$ cat config.mk
export PLATFORM = sky130hd
export DESIGN_NAME = hwce_top
export DESIGN_NICKNAME = d
export VERILOG_FILES = /design/src/common/hwce_pkg.sv /design/src/design/hwce_cfg_regs.sv /design/src/design/hwce_weight_loader.sv /design/src/engine/hwce_window.sv /design/src/engine/hwce_sop.sv /design/src/design/hwce_top.sv
export SDC_FILE = /design/constraint.sdc
export NUM_CORES = 2
export LEC_CHECK = 0
export BUFFER_PORTS_ARGS = -buffer_cell sky130_fd_sc_hd__buf_2
export CAP_MARGIN = 20
export CELL_PAD_IN_SITES_DETAIL_PLACEMENT = 0
export CELL_PAD_IN_SITES_GLOBAL_PLACEMENT = 1
export CORE_AREA = 3 3 342 411
export DETAILED_ROUTE_END_ITERATION = 6
export DIE_AREA = 0 0 345 414
export PLACE_DENSITY = 0.95
export SLEW_MARGIN = 40
export SYNTH_ARGS = -nofsm -noshare
export SYNTH_HDL_FRONTEND = slang
export SYNTH_HIERARCHICAL = 1
export SYNTH_SLANG_ARGS = --single-unit
$ cat constraint.sdc
create_clock -name clk_fast_i -period 18.4 [get_ports clk_fast_i]
set_clock_uncertainty 0.2 [all_clocks]
set_input_delay 0.92 -clock clk_fast_i [delete_from_list [all_inputs] [get_ports clk_fast_i]]
set_output_delay 0.92 -clock clk_fast_i [all_outputs]
set_load 0.02 [all_outputs]
$ cat src/common/hwce_pkg.sv
// convolution engine shared definitions
package hwce_pkg;

  ////////////////////
  // sizes
  ////////////////////
  localparam int FILTER_SIZE = 5;
  localparam int TAP_IDX_W   = $clog2(FILTER_SIZE);
  localparam int SAMPLE_W    = 16;
  localparam int PROD_W      = 2 * SAMPLE_W;
  localparam int ACC_W       = 40;
  localparam int ADDR_W      = 32;
  localparam int DATA_W      = 32;
  localparam int ID_W        = 16;
  localparam int CNT_W       = 16;
  localparam int QF_W        = 4;
  localparam int REG_IDX_W   = 3;

  // output saturation bounds at accumulator width
  localparam logic signed [ACC_W-1:0] Y_MAX = 2 ** (SAMPLE_W - 1) - 1;
  localparam logic signed [ACC_W-1:0] Y_MIN = -(2 ** (SAMPLE_W - 1));

  ////////////////////
  // register map
  ////////////////////
  typedef logic [REG_IDX_W-1:0] reg_idx_t;

  localparam reg_idx_t REG_TRIGGER     = 3'd0;
  localparam reg_idx_t REG_STATUS      = 3'd1;
  localparam reg_idx_t REG_WEIGHT_ADDR = 3'd2;
  localparam reg_idx_t REG_N_OUT       = 3'd3;
  localparam reg_idx_t REG_QF          = 3'd4;
  localparam reg_idx_t REG_BIAS        = 3'd5;
  localparam reg_idx_t REG_CTRL        = 3'd6;

  ////////////////////
  // types
  ////////////////////
  typedef logic signed [SAMPLE_W-1:0] sample_t;
  typedef sample_t [FILTER_SIZE-1:0]  weights_t;

  typedef struct packed {
    logic [ADDR_W-1:0] addr;
    logic              we;
    logic [DATA_W-1:0] data;
    logic [ID_W-1:0]   id;
  } cfg_req_t;

  typedef struct packed {
    logic [DATA_W-1:0] data;
    logic [ID_W-1:0]   id;
  } cfg_rsp_t;

  typedef struct packed {
    logic [ADDR_W-1:0] addr;
  } mem_req_t;

  typedef struct packed {
    logic [ADDR_W-1:0] weight_addr;
    logic [CNT_W-1:0]  n_out;
    logic [QF_W-1:0]   qf;
    sample_t           bias;
    logic              rectify;
  } job_cfg_t;

endpackage

$ cat src/design/hwce_cfg_regs.sv
// configuration register file
module hwce_cfg_regs (
  input  logic               clk_fast_i,
  input  logic               rst_n,
  input  logic               cfg_req_i,
  input  hwce_pkg::cfg_req_t cfg_req_data_i,
  output logic               cfg_gnt_o,
  output logic               cfg_r_valid_o,
  output hwce_pkg::cfg_rsp_t cfg_rsp_o,
  input  logic               job_done_i,
  output logic               start_o,
  output logic               busy_o,
  output hwce_pkg::job_cfg_t job_o,
  output logic               evt_interrupt_o
);
  import hwce_pkg::*;

  reg_idx_t          reg_idx;
  logic              wr_en;
  logic [DATA_W-1:0] rdata;
  job_cfg_t          job_q;
  logic              busy_q;
  logic              evt_q;
  logic              r_valid_q;
  cfg_rsp_t          rsp_q;

  // target never stalls
  assign cfg_gnt_o = cfg_req_i;

  assign reg_idx = cfg_req_data_i.addr[REG_IDX_W+1:2];
  assign wr_en   = cfg_req_i && cfg_req_data_i.we;

  // trigger only counts while idle
  assign start_o = wr_en && (reg_idx == REG_TRIGGER) && !busy_q;

  always_comb begin
    case (reg_idx)
      REG_STATUS:      rdata = DATA_W'(busy_q);
      REG_WEIGHT_ADDR: rdata = job_q.weight_addr;
      REG_N_OUT:       rdata = DATA_W'(job_q.n_out);
      REG_QF:          rdata = DATA_W'(job_q.qf);
      REG_BIAS:        rdata = DATA_W'(job_q.bias);
      REG_CTRL:        rdata = DATA_W'(job_q.rectify);
      default:         rdata = '0;
    endcase
  end

  ////////////////////
  // job registers
  ////////////////////
  always_ff @(posedge clk_fast_i or negedge rst_n) begin
    if (!rst_n) begin
      job_q <= '0;
    end else if (wr_en) begin
      case (reg_idx)
        REG_WEIGHT_ADDR: job_q.weight_addr <= cfg_req_data_i.data;
        REG_N_OUT:       job_q.n_out       <= cfg_req_data_i.data[CNT_W-1:0];
        REG_QF:          job_q.qf          <= cfg_req_data_i.data[QF_W-1:0];
        REG_BIAS:        job_q.bias        <= sample_t'(cfg_req_data_i.data[SAMPLE_W-1:0]);
        REG_CTRL:        job_q.rectify     <= cfg_req_data_i.data[0];
        default: ;
      endcase
    end
  end

  ////////////////////
  // busy and event
  ////////////////////
  always_ff @(posedge clk_fast_i or negedge rst_n) begin
    if (!rst_n) begin
      busy_q    <= 1'b0;
      evt_q     <= 1'b0;
      r_valid_q <= 1'b0;
    end else begin
      r_valid_q <= cfg_req_i;
      evt_q     <= busy_q && job_done_i;
      if (start_o) begin
        busy_q <= 1'b1;
      end else if (job_done_i) begin
        busy_q <= 1'b0;
      end
    end
  end

  // response one cycle after the grant with zero data for writes
  always_ff @(posedge clk_fast_i) begin
    if (cfg_req_i) begin
      rsp_q.data <= cfg_req_data_i.we ? '0 : rdata;
      rsp_q.id   <= cfg_req_data_i.id;
    end
  end

  assign cfg_r_valid_o   = r_valid_q;
  assign cfg_rsp_o       = rsp_q;
  assign busy_o          = busy_q;
  assign job_o           = job_q;
  assign evt_interrupt_o = evt_q;

  // the engine only finishes a job that busy covers
  a_done_in_job: assert property (@(posedge clk_fast_i) disable iff (!rst_n)
    job_done_i |-> busy_o);

endmodule

$ cat src/design/hwce_weight_loader.sv
// filter weight loader
module hwce_weight_loader (
  input  logic                        clk_fast_i,
  input  logic                        rst_n,
  input  logic                        start_i,
  input  logic [hwce_pkg::ADDR_W-1:0] weight_addr_i,
  output logic                        mem_req_o,
  output hwce_pkg::mem_req_t          mem_req_data_o,
  input  logic                        mem_gnt_i,
  input  logic                        mem_r_valid_i,
  input  logic [hwce_pkg::DATA_W-1:0] mem_r_data_i,
  output hwce_pkg::weights_t          weights_o,
  output logic                        weights_done_o
);
  import hwce_pkg::*;

  typedef enum logic [1:0] {
    ST_IDLE,
    ST_REQ,
    ST_WAIT
  } state_t;

  state_t               state_q;
  logic [TAP_IDX_W-1:0] tap_q;
  logic [ADDR_W-1:0]    addr_q;
  logic                 done_q;
  logic                 last_rsp;
  weights_t             weights_q;

  assign last_rsp = (state_q == ST_WAIT) && mem_r_valid_i &&
                    (tap_q == TAP_IDX_W'(FILTER_SIZE - 1));

  always_ff @(posedge clk_fast_i or negedge rst_n) begin
    if (!rst_n) begin
      state_q <= ST_IDLE;
      tap_q   <= '0;
      addr_q  <= '0;
      done_q  <= 1'b0;
    end else begin
      done_q <= last_rsp;
      case (state_q)
        ST_IDLE: begin
          if (start_i) begin
            addr_q  <= weight_addr_i;
            tap_q   <= '0;
            state_q <= ST_REQ;
          end
        end
        ST_REQ: begin
          if (mem_gnt_i) begin
            state_q <= ST_WAIT;
          end
        end
        ST_WAIT: begin
          if (last_rsp) begin
            state_q <= ST_IDLE;
          end else if (mem_r_valid_i) begin
            // next word
            tap_q   <= tap_q + 1'b1;
            addr_q  <= addr_q + ADDR_W'(DATA_W / 8);
            state_q <= ST_REQ;
          end
        end
        default: state_q <= ST_IDLE;
      endcase
    end
  end

  // low half of each word is one tap
  always_ff @(posedge clk_fast_i) begin
    if (state_q == ST_WAIT && mem_r_valid_i) begin
      weights_q[tap_q] <= sample_t'(mem_r_data_i[SAMPLE_W-1:0]);
    end
  end

  assign mem_req_o           = (state_q == ST_REQ);
  assign mem_req_data_o.addr = addr_q;
  assign weights_o           = weights_q;
  assign weights_done_o      = done_q;

  a_req_stable: assert property (@(posedge clk_fast_i) disable iff (!rst_n)
    mem_req_o && !mem_gnt_i |=> mem_req_o && $stable(mem_req_data_o));

endmodule

$ cat src/engine/hwce_window.sv
// input sample window
module hwce_window (
  input  logic                       clk_fast_i,
  input  logic                       rst_n,
  input  logic                       weights_done_i,
  input  logic [hwce_pkg::CNT_W-1:0] n_out_i,
  input  logic                       x_in_valid_i,
  input  hwce_pkg::sample_t          x_in_data_i,
  output logic                       x_in_ready_o,
  output logic                       win_valid_o,
  output hwce_pkg::weights_t         win_o,
  input  logic                       win_ready_i,
  input  logic                       out_fire_i,
  output logic                       job_done_o
);
  import hwce_pkg::*;

  logic                       active_q;
  logic [CNT_W-1:0]           in_cnt_q;
  logic [CNT_W-1:0]           out_cnt_q;
  sample_t [FILTER_SIZE-2:0]  hist_q;
  logic                       more_in;
  logic                       in_fire;

  assign more_in      = active_q && (in_cnt_q != n_out_i);
  assign win_valid_o  = x_in_valid_i && more_in;
  assign x_in_ready_o = win_ready_i && more_in;
  assign in_fire      = x_in_valid_i && x_in_ready_o;

  // newest sample sits at tap 0
  assign win_o = {hist_q, x_in_data_i};

  assign job_done_o = active_q && out_fire_i && (out_cnt_q == n_out_i - 1'b1);

  always_ff @(posedge clk_fast_i or negedge rst_n) begin
    if (!rst_n) begin
      active_q  <= 1'b0;
      in_cnt_q  <= '0;
      out_cnt_q <= '0;
    end else if (weights_done_i) begin
      active_q  <= 1'b1;
      in_cnt_q  <= '0;
      out_cnt_q <= '0;
    end else begin
      if (in_fire) begin
        in_cnt_q <= in_cnt_q + 1'b1;
      end
      if (out_fire_i) begin
        out_cnt_q <= out_cnt_q + 1'b1;
      end
      if (job_done_o) begin
        active_q <= 1'b0;
      end
    end
  end

  // samples before the first one count as zero
  always_ff @(posedge clk_fast_i) begin
    if (weights_done_i) begin
      hist_q <= '0;
    end else if (in_fire) begin
      hist_q <= win_o[FILTER_SIZE-2:0];
    end
  end

endmodule

$ cat src/engine/hwce_sop.sv
// sum-of-products pipeline
module hwce_sop (
  input  logic               clk_fast_i,
  input  logic               rst_n,
  input  hwce_pkg::weights_t weights_i,
  input  hwce_pkg::job_cfg_t job_i,
  input  logic               win_valid_i,
  input  hwce_pkg::weights_t win_i,
  output logic               win_ready_o,
  output logic               y_out_valid_o,
  output hwce_pkg::sample_t  y_out_data_o,
  input  logic               y_out_ready_i,
  output logic               out_fire_o
);
  import hwce_pkg::*;

  logic                     advance;
  logic                     valid_s1_q;
  logic                     valid_s2_q;
  logic signed [PROD_W-1:0] prod_q [FILTER_SIZE];
  logic signed [ACC_W-1:0]  acc;
  logic signed [ACC_W-1:0]  scaled;
  sample_t                  y_d;
  sample_t                  y_q;

  // full output stage with no taker freezes both stages
  assign advance     = !(valid_s2_q && !y_out_ready_i);
  assign win_ready_o = advance;

  ////////////////////
  // stage one
  ////////////////////
  always_ff @(posedge clk_fast_i) begin
    if (advance) begin
      for (int k = 0; k < FILTER_SIZE; k++) begin
        prod_q[k] <= $signed(weights_i[k]) * $signed(win_i[k]);
      end
    end
  end

  ////////////////////
  // stage two
  ////////////////////
  always_comb begin
    acc = '0;
    for (int k = 0; k < FILTER_SIZE; k++) begin
      acc = acc + ACC_W'(prod_q[k]);
    end
    scaled = (acc >>> job_i.qf) + ACC_W'(job_i.bias);
    // rectifier
    if (job_i.rectify && scaled < 0) begin
      scaled = '0;
    end
    if (scaled > Y_MAX) begin
      y_d = sample_t'(Y_MAX[SAMPLE_W-1:0]);
    end else if (scaled < Y_MIN) begin
      y_d = sample_t'(Y_MIN[SAMPLE_W-1:0]);
    end else begin
      y_d = sample_t'(scaled[SAMPLE_W-1:0]);
    end
  end

  always_ff @(posedge clk_fast_i) begin
    if (advance) begin
      y_q <= y_d;
    end
  end

  always_ff @(posedge clk_fast_i or negedge rst_n) begin
    if (!rst_n) begin
      valid_s1_q <= 1'b0;
      valid_s2_q <= 1'b0;
    end else if (advance) begin
      valid_s1_q <= win_valid_i;
      valid_s2_q <= valid_s1_q;
    end
  end

  assign y_out_valid_o = valid_s2_q;
  assign y_out_data_o  = y_q;
  assign out_fire_o    = valid_s2_q && y_out_ready_i;

  a_y_hold: assert property (@(posedge clk_fast_i) disable iff (!rst_n)
    y_out_valid_o && !y_out_ready_i |=> y_out_valid_o && $stable(y_out_data_o));

endmodule

$ cat src/design/hwce_top.sv
// convolution engine top level
module hwce_top (
  input  logic                            clk_fast_i,
  input  logic                            rst_n,
  input  logic                            cfg_req_i,
  input  hwce_pkg::cfg_req_t              cfg_req_data_i,
  output logic                            cfg_gnt_o,
  output logic                            cfg_r_valid_o,
  output hwce_pkg::cfg_rsp_t              cfg_rsp_o,
  output logic                            evt_interrupt_o,
  output logic                            mem_req_o,
  output hwce_pkg::mem_req_t              mem_req_data_o,
  input  logic                            mem_gnt_i,
  input  logic                            mem_r_valid_i,
  input  logic [hwce_pkg::DATA_W-1:0]     mem_r_data_i,
  input  logic                            x_in_valid_i,
  input  hwce_pkg::sample_t               x_in_data_i,
  output logic                            x_in_ready_o,
  output logic                            y_out_valid_o,
  output hwce_pkg::sample_t               y_out_data_o,
  input  logic                            y_out_ready_i
);
  import hwce_pkg::*;

  job_cfg_t job;
  logic     start;
  logic     job_done;
  weights_t weights;
  logic     weights_done;
  logic     win_valid;
  logic     win_ready;
  weights_t win;
  logic     out_fire;

  hwce_cfg_regs cfg_regs_i (
    .clk_fast_i      (clk_fast_i),
    .rst_n           (rst_n),
    .cfg_req_i       (cfg_req_i),
    .cfg_req_data_i  (cfg_req_data_i),
    .cfg_gnt_o       (cfg_gnt_o),
    .cfg_r_valid_o   (cfg_r_valid_o),
    .cfg_rsp_o       (cfg_rsp_o),
    .job_done_i      (job_done),
    .start_o         (start),
    .busy_o          (),
    .job_o           (job),
    .evt_interrupt_o (evt_interrupt_o)
  );

  hwce_weight_loader weight_loader_i (
    .clk_fast_i     (clk_fast_i),
    .rst_n          (rst_n),
    .start_i        (start),
    .weight_addr_i  (job.weight_addr),
    .mem_req_o      (mem_req_o),
    .mem_req_data_o (mem_req_data_o),
    .mem_gnt_i      (mem_gnt_i),
    .mem_r_valid_i  (mem_r_valid_i),
    .mem_r_data_i   (mem_r_data_i),
    .weights_o      (weights),
    .weights_done_o (weights_done)
  );

  hwce_window window_i (
    .clk_fast_i     (clk_fast_i),
    .rst_n          (rst_n),
    .weights_done_i (weights_done),
    .n_out_i        (job.n_out),
    .x_in_valid_i   (x_in_valid_i),
    .x_in_data_i    (x_in_data_i),
    .x_in_ready_o   (x_in_ready_o),
    .win_valid_o    (win_valid),
    .win_o          (win),
    .win_ready_i    (win_ready),
    .out_fire_i     (out_fire),
    .job_done_o     (job_done)
  );

  hwce_sop sop_i (
    .clk_fast_i    (clk_fast_i),
    .rst_n         (rst_n),
    .weights_i     (weights),
    .job_i         (job),
    .win_valid_i   (win_valid),
    .win_i         (win),
    .win_ready_o   (win_ready),
    .y_out_valid_o (y_out_valid_o),
    .y_out_data_o  (y_out_data_o),
    .y_out_ready_i (y_out_ready_i),
    .out_fire_o    (out_fire)
  );

endmodule

==> impl_metrics.env <==
export IMPL_status="complete, no violations"
export IMPL_cts_resized=0
export IMPL_slowest_delay_ns=0.59
export IMPL_num_vias=55120
export IMPL_gp_congestion=0.9370
export IMPL_area_delta_synth_final_pct=5.710
export IMPL_met2_usage_pct=48.96
export IMPL_via_per_inst=5.648
export IMPL_pin_count=238
export IMPL_overflow=0
export IMPL_crit_family="compound AO/OA/AOI/OAI gates"
export IMPL_yosysWarnings=6
export IMPL_wl_per_cell_um=20.20
export IMPL_grt_pass1_vias=59180
export IMPL_tightest_slew_ns=0.9509
export IMPL_first_pass_iters=7
export IMPL_yosysSeqAreaShare_pct=18.34
export IMPL_antenna_found_initial=9
export IMPL_fin_crit_ns=10.07
export IMPL_start_util_pct=55.78
export IMPL_synth_distinct_cells=103
export IMPL_synth_nets=9932
export IMPL_die_h_um=414
export IMPL_syn_area_um2=76530
export IMPL_drt_iter0_drc=3657
export IMPL_wirelength_mm=197.2
export IMPL_drc=0
export IMPL_slowest_stage="fa_1"
export IMPL_hold_buffers=0
export IMPL_met1_usage_pct=33.70
export IMPL_clk_pin_slew_ns=0.06
export IMPL_worst_path_max_fanout=15
export IMPL_numCtsBuffers=57
export IMPL_die_w_um=345
export IMPL_cts_sinks=513
export IMPL_clk_path_buf_depth=3
export IMPL_synth_flop_cell="edfxtp_1"
export IMPL_drive_gt1_share_pct=6.285
export IMPL_max_freq_ghz=0.09933
export IMPL_netlist_top_cells_area="fa_1 (37%), edfxtp_1 (12%), inv_1 (8.1%)"
export IMPL_relSlewSlack_pct=36.52
export IMPL_synth_edf_count=304
export IMPL_postCtsSetupBuffers=0
export IMPL_grt_busiest_layer="met2"
export IMPL_synth_area_leader_cell="fa_1"
export IMPL_setup_viol=0
export IMPL_hold_violations=0
export IMPL_worst_setup_path_start_kind="flip-flop"
export IMPL_cp_data_required_time_ns=18.62
export IMPL_cpMostUsedCell="fa_1"
export IMPL_arrival_ns=10.29
export IMPL_htreeDepth=2
export IMPL_grt_first_pass_wirelength_mm=316.4
export IMPL_yosysTopAreaCellShare_pct=36.86
export IMPL_grt_met3_usage_pct=4.016
export IMPL_synthCells=7898
export IMPL_max_cap_violations=0
export IMPL_antenna_left=0
export IMPL_clk_latency_ns=0.71
export IMPL_syn_avg_cell_area_um2=9.690
export IMPL_final_common_cell="inv_1"
export IMPL_core_area_um2=137200
export IMPL_n_fill_cell=11360
export IMPL_setup_tns_final_ns=0
export IMPL_slew_viol_final=0
export IMPL_cts_tree="built"
export IMPL_io_buffers=192
export IMPL_hpwl_mm=156.7
export IMPL_core_rowCount=149
export IMPL_nets=9924
export IMPL_timing_critical_path_buf_inv=2
export IMPL_cts_root_buf="clkbuf_16"
export IMPL_period_share_pct=54.71
export IMPL_path_class="flip-flop to flip-flop"
export IMPL_die_area_um2=142800
export IMPL_gr_usage_all_layers_pct=27.88
export IMPL_final_cell_mix="inv_1 (1,648), fa_1 (1,409), nand2_1 (1,044)"
export IMPL_ys_seq_elements=513
export IMPL_worst_hold_path_type="primary input to async pin"
export IMPL_rsz0062_at_grt="no"
export IMPL_end_kind="flip-flop"
export IMPL_synthArstFlopShare_pct=28.27
export IMPL_grt_max_degree=111
-- layout make-up --
| cell class | instances | area (um2) | share of cell area [%] |
|---|---|---|---|
| flip-flops and latches | 513 | 14060 | 17.38 |
| diodes | 8 | 20.02 | 0.02474 |
| repair buffers | 230 | 1313 | 1.622 |
| inverters | 1649 | 6190 | 7.651 |
| well taps | 1812 | 2267 | 2.802 |
| clock inverters | 38 | 444.2 | 0.5490 |
| clock buffers | 70 | 1525 | 1.885 |
| multi-input cells | 5439 | 55080 | 68.08 |
-- layer usage --
| layer | wire length [um] | vias to the layer above | part of all wire (%) |
|---|---|---|---|
| li1 | - | 24460 | - |
| met1 | 73760 | 28040 | 37 |
| met2 | 99400 | 2089 | 50 |
| met3 | 13090 | 521 | 6.6 |
| met4 | 10860 | 8 | 5.5 |
| met5 | 56 | - | 0.028 |
-- worst register-to-register path: cells and delay by family (launching register included) --
| family | cells | cell delay, ns |
|---|---|---|
| AO/OA/AOI/OAI | 14 | 3.69 |
| adder cells (fa/ha/maj) | 6 | 2.73 |
| AND/OR/NAND/NOR | 8 | 2.37 |
| flip-flops | 1 | 0.34 |
| XOR/XNOR | 1 | 0.31 |
| buffers and inverters | 2 | 0.10 |
| multiplexers | 1 | 0.09 |
-- stage by stage --
stage,instance area (um2),utilization [%],instances,hold slack (ns),setup WS [ns]
detailed placement,78850,57.47,9642,0.2478,8.426
CTS,80820,58.90,9750,0.03768,8.392
finish,80910,58.96,9759,0.01313,8.333
global placement,78790,57.42,9639,0.2428,8.447
global route,80890,58.95,9751,0.08057,7.816
floorplan,76530,-,7898,0.2305,9.530
-- synth_stat cells (31+ instances only) --
master and count:
dfrtp_1 145, mux2_2 80, ha_1 489, nor3_1 56
fa_1 1409, xnor2_1 221, dfxtp_1 64, edfxtp_1 304
nand2_1 1044, o21bai_1 31, clkbuf_1 227, xor2_1 70
o21ai_0 144, and2_1 521, inv_1 1648, nand3_1 68
nand2b_1 98, nor2_1 212, mux2i_1 59, a21oi_1 327
a21o_1 103, a211oi_1 31
-- flip-flops by register name, summed over array words and instances (netlist names), 2 cells and up --
name                            flops
weight_loader_i/state_q             2
weight_loader_i/weights_o          80
sop_i/prod_q                      160
window_i/win_o                     64
sop_i/y_out_data_o                 16
weight_loader_i/mem_req_data_o     32
cfg_regs_i/job_o                   69
weight_loader_i/tap_q               3
cfg_regs_i/cfg_rsp_o               48
window_i/in_cnt_q                  16
window_i/out_cnt_q                 16
-- kinds of logic after synthesis --
| logic type | share of synthesized area [%] |
|---|---|
| adder cells (fa/ha/maj) | 44.85 |
| multiplexers | 2.199 |
| flip-flops | 18.34 |
| buffers and inverters | 9.806 |
| AND/OR/NAND/NOR | 14.20 |
| AO/OA/AOI/OAI | 7.270 |
| XOR/XNOR | 3.330 |
-- path summary, 6_finish.rpt --
check	slack [ns]	cells after the start	endpoint	from
hold / removal	0.01	1	cfg_regs_i/job_o[65]	rst_n
hold reg to reg	0.25	2	window_i/win_o[25]	window_i/win_o[25]
setup reg to reg	8.33	32	sop_i/y_out_data_o[4]	sop_i/prod_q[0][1]
min in group clk_fast_i	0.20	1	cfg_regs_i/cfg_rsp_o[5]	cfg_req_data_i[5]
max in group asynchronous	16.76	2	cfg_regs_i/job_o[17]	rst_n
setup / recovery	8.33	32	sop_i/y_out_data_o[4]	sop_i/prod_q[0][1]
Power is not shown: default switching activity piles up to over one toggle a cycle in this logic, so the estimate is an artifact.
